===== src/design/mem_stage_pkg.sv =====
package mem_stage_pkg;

    localparam int addr_w    = 32;
    localparam int data_w    = 32;
    localparam int num_lines = 16;
    localparam int index_w   = 4;
    localparam int tag_w     = 26;   // addr_w - index_w - 2

    localparam logic [1:0] axi_resp_okay = 2'b00;

    // code 3 is reserved and handled as dword
    typedef enum logic [1:0] {
        size_byte  = 2'd0,
        size_word  = 2'd1,
        size_dword = 2'd2
    } mem_size_e;

    typedef struct packed {
        logic [addr_w-1:0] eff_addr;
        mem_size_e         size;
        logic              is_load;
        logic              seg_fault;
        logic              align_fault;
        logic              ie_in;
        logic [1:0]        ie_type_hi;   // upper exception type bits, passed along
    } mem_req_t;

    function automatic logic [2:0] size_bytes(input mem_size_e size);
        case (size)
            size_byte: return 3'd1;
            size_word: return 3'd2;
            default:   return 3'd4;
        endcase
    endfunction

endpackage


===== src/design/cache_fill_if.sv =====
`timescale 1ns/1ps

interface cache_fill_if import mem_stage_pkg::*; ();

    logic              req;     // held until done
    logic [addr_w-1:0] addr;    // word aligned
    logic              gnt;     // address phase accepted
    logic              done;    // one cycle, rdata and err valid
    logic [data_w-1:0] rdata;
    logic [1:0]        err;     // raw response code

    modport cache (
        output req, addr,
        input  gnt, done, rdata, err
    );

    modport master (
        input  req, addr,
        output gnt, done, rdata, err
    );

endinterface


===== src/design/axil_read_master.sv =====
`timescale 1ns/1ps

module axil_read_master import mem_stage_pkg::*; (
    input  logic              clk,
    input  logic              arst_n,
    cache_fill_if.master      fill,
    output logic [addr_w-1:0] araddr,
    output logic              arvalid,
    output logic              rready,
    input  logic              arready,
    input  logic              rvalid,
    input  logic [data_w-1:0] rdata,
    input  logic [1:0]        rresp
);

    typedef enum logic [1:0] {
        st_idle,
        st_addr,
        st_data
    } rd_state_e;

    rd_state_e         state;
    logic [addr_w-1:0] araddr_q;

    always_ff @(posedge clk or negedge arst_n) begin
        if (!arst_n) begin
            state <= st_idle;
        end else begin
            case (state)
                st_idle: if (fill.req) state <= st_addr;
                st_addr: if (arready) state <= st_data;
                st_data: if (rvalid) state <= st_idle;
                default: state <= st_idle;
            endcase
        end
    end

    always_ff @(posedge clk) begin
        if (state == st_idle && fill.req) begin
            araddr_q <= fill.addr;
        end
    end

    assign araddr  = araddr_q;
    assign arvalid = (state == st_addr);
    assign rready  = (state == st_data);   // only after AR completes

    assign fill.gnt   = arvalid && arready;
    assign fill.done  = rready && rvalid;
    assign fill.rdata = rdata;
    assign fill.err   = rresp;

    assert property (@(posedge clk) disable iff (!arst_n)
        arvalid && !arready |=> arvalid && $stable(araddr))
        else $error("AR request withdrawn before arready");

endmodule


===== src/flat_wrapper.sv =====
// flat-port wrapper written by rule: the top's interface ports become plain ports
module axil_read_master_flat import mem_stage_pkg::*;
  (clk, arst_n, araddr, arvalid, rready, arready, rvalid, rdata, rresp, fill_req, fill_addr, fill_gnt, fill_done, fill_rdata, fill_err);
  cache_fill_if fill_i ();
  input  logic clk;
  input  logic arst_n;
  output logic [addr_w-1:0] araddr;
  output logic arvalid;
  output logic rready;
  input  logic arready;
  input  logic rvalid;
  input  logic [data_w-1:0] rdata;
  input  logic [1:0] rresp;
  input wire logic [$bits(fill_i.req)-1:0] fill_req;
  input wire logic [$bits(fill_i.addr)-1:0] fill_addr;
  output wire logic [$bits(fill_i.gnt)-1:0] fill_gnt;
  output wire logic [$bits(fill_i.done)-1:0] fill_done;
  output wire logic [$bits(fill_i.rdata)-1:0] fill_rdata;
  output wire logic [$bits(fill_i.err)-1:0] fill_err;
  assign fill_i.req = fill_req;
  assign fill_i.addr = fill_addr;
  assign fill_gnt = fill_i.gnt;
  assign fill_done = fill_i.done;
  assign fill_rdata = fill_i.rdata;
  assign fill_err = fill_i.err;
  axil_read_master u_core (.clk(clk), .arst_n(arst_n), .fill(fill_i), .araddr(araddr), .arvalid(arvalid), .rready(rready), .arready(arready), .rvalid(rvalid), .rdata(rdata), .rresp(rresp));
endmodule

===== config.mk =====
export PLATFORM = sky130hd
export DESIGN_NAME = axil_read_master_flat
export DESIGN_NICKNAME = d
export VERILOG_FILES = /design/src/design/mem_stage_pkg.sv /design/src/design/cache_fill_if.sv /design/src/design/axil_read_master.sv /design/src/flat_wrapper.sv
export SDC_FILE = /design/constraint.sdc
export NUM_CORES = 1
export LEC_CHECK = 0
export BUFFER_PORTS_ARGS = -buffer_cell sky130_fd_sc_hd__buf_2
export CORE_MARGIN = 1
export CORE_UTILIZATION = 31
export DETAILED_ROUTE_END_ITERATION = 8
export PLACE_DENSITY = 0.76
export SLEW_MARGIN = 20
export SYNTH_ARGS = -nofsm -noshare
export SYNTH_HDL_FRONTEND = slang
export SYNTH_SLANG_ARGS = --single-unit

===== constraint.sdc =====
create_clock -name clk -period 2.14 [get_ports clk]
set_input_delay 0 -clock clk [delete_from_list [all_inputs] [get_ports clk]]
set_output_delay 0 -clock clk [all_outputs]
set_load 0.005 [all_outputs]

* Word level (Yosys, flattened, before mapping)
Index checks and enable logic that the tools add are counted.
Storage, ports and cells: output and inout bits 70, bits in registers 34, input bits 71
Cells by class: reduce and logical (&&, ||, !) cells 5, muxes and demuxes 4, eq/ne operators 5
Operator list (count):
- $mux 2 | 3
- $ne 2x2->1 const B | 3
- $pmux 2 s3 | 1
- $logic_and 1x1->1 | 3
- $reduce_and 3->1 | 1
- $eq 2x1->1 const B | 1
- $eq 2x2->1 const B | 1
- $logic_not 2->1 | 1

* Logic depth before layout (Yosys ltp)
word-level depth 3, gate-level depth with buffers 2, gate-level depth less buffers 2

* Least setup slack after synthesis
Ideal clock, no wire load.
path kind flip-flop to flip-flop, start register u_core.state[0], end register u_core.araddr_q[0], in the netlist u_core.araddr[0] (enable), path slack -195 ps, data required time 1719 ps, arrival time 1914 ps, stages on the path, launching flop included 3, cells stage by stage dfrtp_1 > nand2b_1 > nor2_1
On the way: word-level cells in the longest chain between the ends 2
Ends and longest elaborated chain:
- start, declared | RTL line axil_read_master.sv:22 | rd_state_e state;
- start signal, assigned | RTL line axil_read_master.sv:27 | state <= st_idle;
- start signal, assigned | RTL line axil_read_master.sv:30 | st_idle: if (fill.req) state <= st_addr;
- start signal, assigned | RTL line axil_read_master.sv:31 | st_addr: if (arready) state <= st_data;
- $logic_not 2->1 | RTL line axil_read_master.sv:39 | if (state == st_idle && fill.req) begin
- $logic_and 1x1->1 | RTL line axil_read_master.sv:39
- end signal, assigned | RTL line axil_read_master.sv:40 | araddr_q <= fill.addr;
- end, declared | RTL line axil_read_master.sv:23 | logic [addr_w-1:0] araddr_q;
Every way passes these cells. A chain may end at the register's enable or synchronous reset.

* Worst setup path after layout
start register u_core.state[0], end register u_core.araddr_q[1], in the netlist u_core.araddr[1] (enable)
The elaborated chain is that of the path after synthesis.

==> summary.txt <==
Run status
  • Status: finished clean

Cells and area
  • Most frequent cells in the layout: buf_2, dlygate4sd3_1, edfxtp_1
  • Commonest non-fill, non-tap cell in the layout: buf_2
  • # fillers: 353
  • Finished Core Util: 47.95%
  • Area delta synth->final: 46.42%
  • Fraction of layout cells with a size suffix above 1: 50.94%
  • Diode count: 0
  • Layout net count: 229

Clocking
  • Cts bufs inserted: 5
  • CTS tree: built
  • Clock sinks: 34
  • Reg clk slew, reported paths: around 0.060 ns
  • CTS root buf: clkbuf_8
  • Htree depth: 2
  • Clk Latency, worst-skew pair: 0.27 ns
  • Setup bufs post-CTS: 0
  • Clk buf depth: 2
  • Hold Buf Count CTS: 34
  • CTS resizes: 0

Routing
  • Vias per std cell: between 4 and 5
  • Final wirelength: 2954 µm
  • DRT antenna net count: 0
  • Routed len/inst: between 10 and 15 µm
  • First-pass detailed-route iteration total: 4
  • Via count: between 800 and 900
  • DRC: 0
  • DRT iter0 DRCs: 52

GRT
  • Largest net degree at the start of global routing: 19
  • Vias in the first global route: between 800 and 900
  • Initial antenna violation count: 0
  • Total global routing overflow: 0
  • Tot GR Track Use: 12.50%
  • First-pass GRT wire length: 3919 µm

Pwr
  • Clk network pwr share: 23.8%
  • Sequential share of power: 53.5%
  • Maximum VDD drop: 415.1 µV
  • Power density cells: 936.4 nW/µm²
  • Gate power share: 22.7%
  • Switch share: 25.26%
  • Internal power: 0.001362 W
  • NetSw: between 0.0004 and 0.0005 W
  • Leakage: between 0.8 and 0.9 nW

Synth
  • Synthesized Nets: 149
  • Post-Syn Instances: 78
  • Synthesized area: 1329 µm²
  • Yosys warnings: 0
  • Syn_area_per_cell: 17.04 µm²
  • Sequential area share after synthesis: 76.08%
  • Synth cell types: 12
  • Yosys reg bits: 34

Timing
  • Max Freq: 0.6547 GHz
  • Fin Hold WS: 0.000002287 ns
  • Skew final: 0.002729 ns
  • Final setup vio count: 0
  • Crit share post-route: 71.38%
  • Fin Setup TNS: 0 ns
  • RSZ-0062 raised after global routing: no
  • Count of final hold-check violations: 0
  • Max-slew violation count: 0
  • Worst slew pin tran: 0.4654 ns
  • Worst rel slew slack: 68.90%
  • Crit path time final: ~1.5 ns

Critical path
  • CP required: 2.13 ns
  • CP Depth: 3
  • Worst path buffer plus inverter count: 1
  • Max FO, Critical Path: 18
  • R2R depth: 3
  • Sequence of cells on the critical path: nand2b_1 > nor2_4 > buf_12
  • Kind of critical path: reg -> reg
  • FF-to-FF Start: u_core.state[0]
  • R2R Path End: u_core.araddr[1]
  • Critical-path top delay cell: dfrtp_1
  • Setup slack, reg-to-reg: 0.61 ns
  • Crit path max-delay family: simple AND/OR/NAND/NOR gates
  • CP arrival: 1.51 ns
  • Startpoint type of the worst setup path: flop
  • Largest stage delay, worst path: around 0.42 ns
  • Crit end category: flop

Min path
  • Worst Hold Class: in -> out
  • Worst hold path depth: 0
  • Hold_sp: rdata[24]
  • Hold path endpoint: fill_rdata[24]

Placement
  • I/O Buffers: 72
  • Routability congestion estimate from global placement: 0.6065

Floorplanning
  • Core area: 4058 µm²
  • I/O pin total: ~140
  • Initial core utilization: 32.75%
  • DIE AREA: 4552 µm²
  • Row cnt: 23
  • Die height: between 60 and 70 µm
  • Chip width: 67.47 µm

Flow run
  • Max-cap viol count: 0
==> sequential cells by signal (all words and copies together) (netlist names) <==
name           cells
u_core.state       2
u_core.araddr     32
==> layer usage <==
layer	part of all wire [%]	wire, µm	vias to the layer above	GRT usage [%]
met5	0	0	-	0
met4	2.6	76	0	7.447
met3	12	349	12	7.432
met2	51	1492	71	21.16
met1	35	1035	383	11.31
li1	-	-	393	-
==> synth_stat cells, drive strengths merged <==
library cell | instances | area (µm²)
and2 | 1 | 6.260
a21o | 1 | 7.510
a21oi | 1 | 5.000
nand2b | 2 | 12.51
dfrtp | 2 | 50.05
inv | 1 | 3.750
nor2b | 2 | 15.02
nor2 | 1 | 3.750
edfxtp | 32 | 960.9
buf | 34 | 255.2
and3b | 1 | 8.760
==> area by class of cell <==
cell class / count / area [µm²] / share of cell area, %
Sequential cell: 34 / 1011 / 51.96
Timing Repair Buffer: 107 / 720.7 / 37.04
Clock buffer: 6 / 72.57 / 3.730
Multi-Input combinational cell: 9 / 66.31 / 3.408
Tap cell: 50 / 62.56 / 3.215
Clock inverter: 2 / 8.758 / 0.4502
Inverter: 1 / 3.754 / 0.1929
==> power by group through the flow <==
stage | Clock, W | Sequential [W] | Combinational (W)
2_1_floorplan | 0 | 0.00101 | 0.000161
3_3_place_gp | 0 | 0.000983 | 0.000365
3_5_place_dp | 0 | 0.000990 | 0.000373
4_1_cts | 0.000458 | 0.000975 | 0.000424
5_1_grt | 0.000482 | 0.000990 | 0.000459
6_report | 0.000434 | 0.000975 | 0.000413
==> worst max path at each step <==
stage                    startpoint                 to
floorplan           u_core.state[0]   u_core.araddr[0]
global placement    u_core.state[0]  u_core.araddr[26]
detailed placement  u_core.state[0]  u_core.araddr[14]
CTS                 u_core.state[0]  u_core.araddr[14]
global route        u_core.state[0]  u_core.araddr[22]
finish              u_core.state[0]   u_core.araddr[1]
==> worst register-to-register path, delay by kind of cell, from the launching register on <==
| family | cells | cell delay (ns) |
|---|---|---|
| buffers and inverters | 1 | 0.22 |
| DFF | 1 | 0.42 |
| and+or+nand+nor | 2 | 0.60 |
==> cell families (layout without fill, tap and decap cells) <==
| logic type | count (synthesis) | count (layout) | share of synthesized area, % |
|---|---|---|---|
| flip-flops | 34 | 34 | 76.08 |
| buffers and inverters | 35 | 116 | 19.49 |
| AND/OR/NAND/NOR | 7 | 7 | 3.484 |
| AO/OA/AOI/OAI | 2 | 2 | 0.9415 |
==> per-stage QoR <==
stage                     area [µm²]  total power, W  setup slack [ns]  instances
after floorplan                 1331        0.001168            0.3294         78
after global placement          1524        0.001348            0.6402        167
after detailed placement        1524        0.001363            0.5832        167
after CTS                       1946        0.001856            0.5712        209
after global routing            1946        0.001931            0.5257        209
final                           1946        0.001822            0.6125        209
Power figures use the tool's default switching activity.
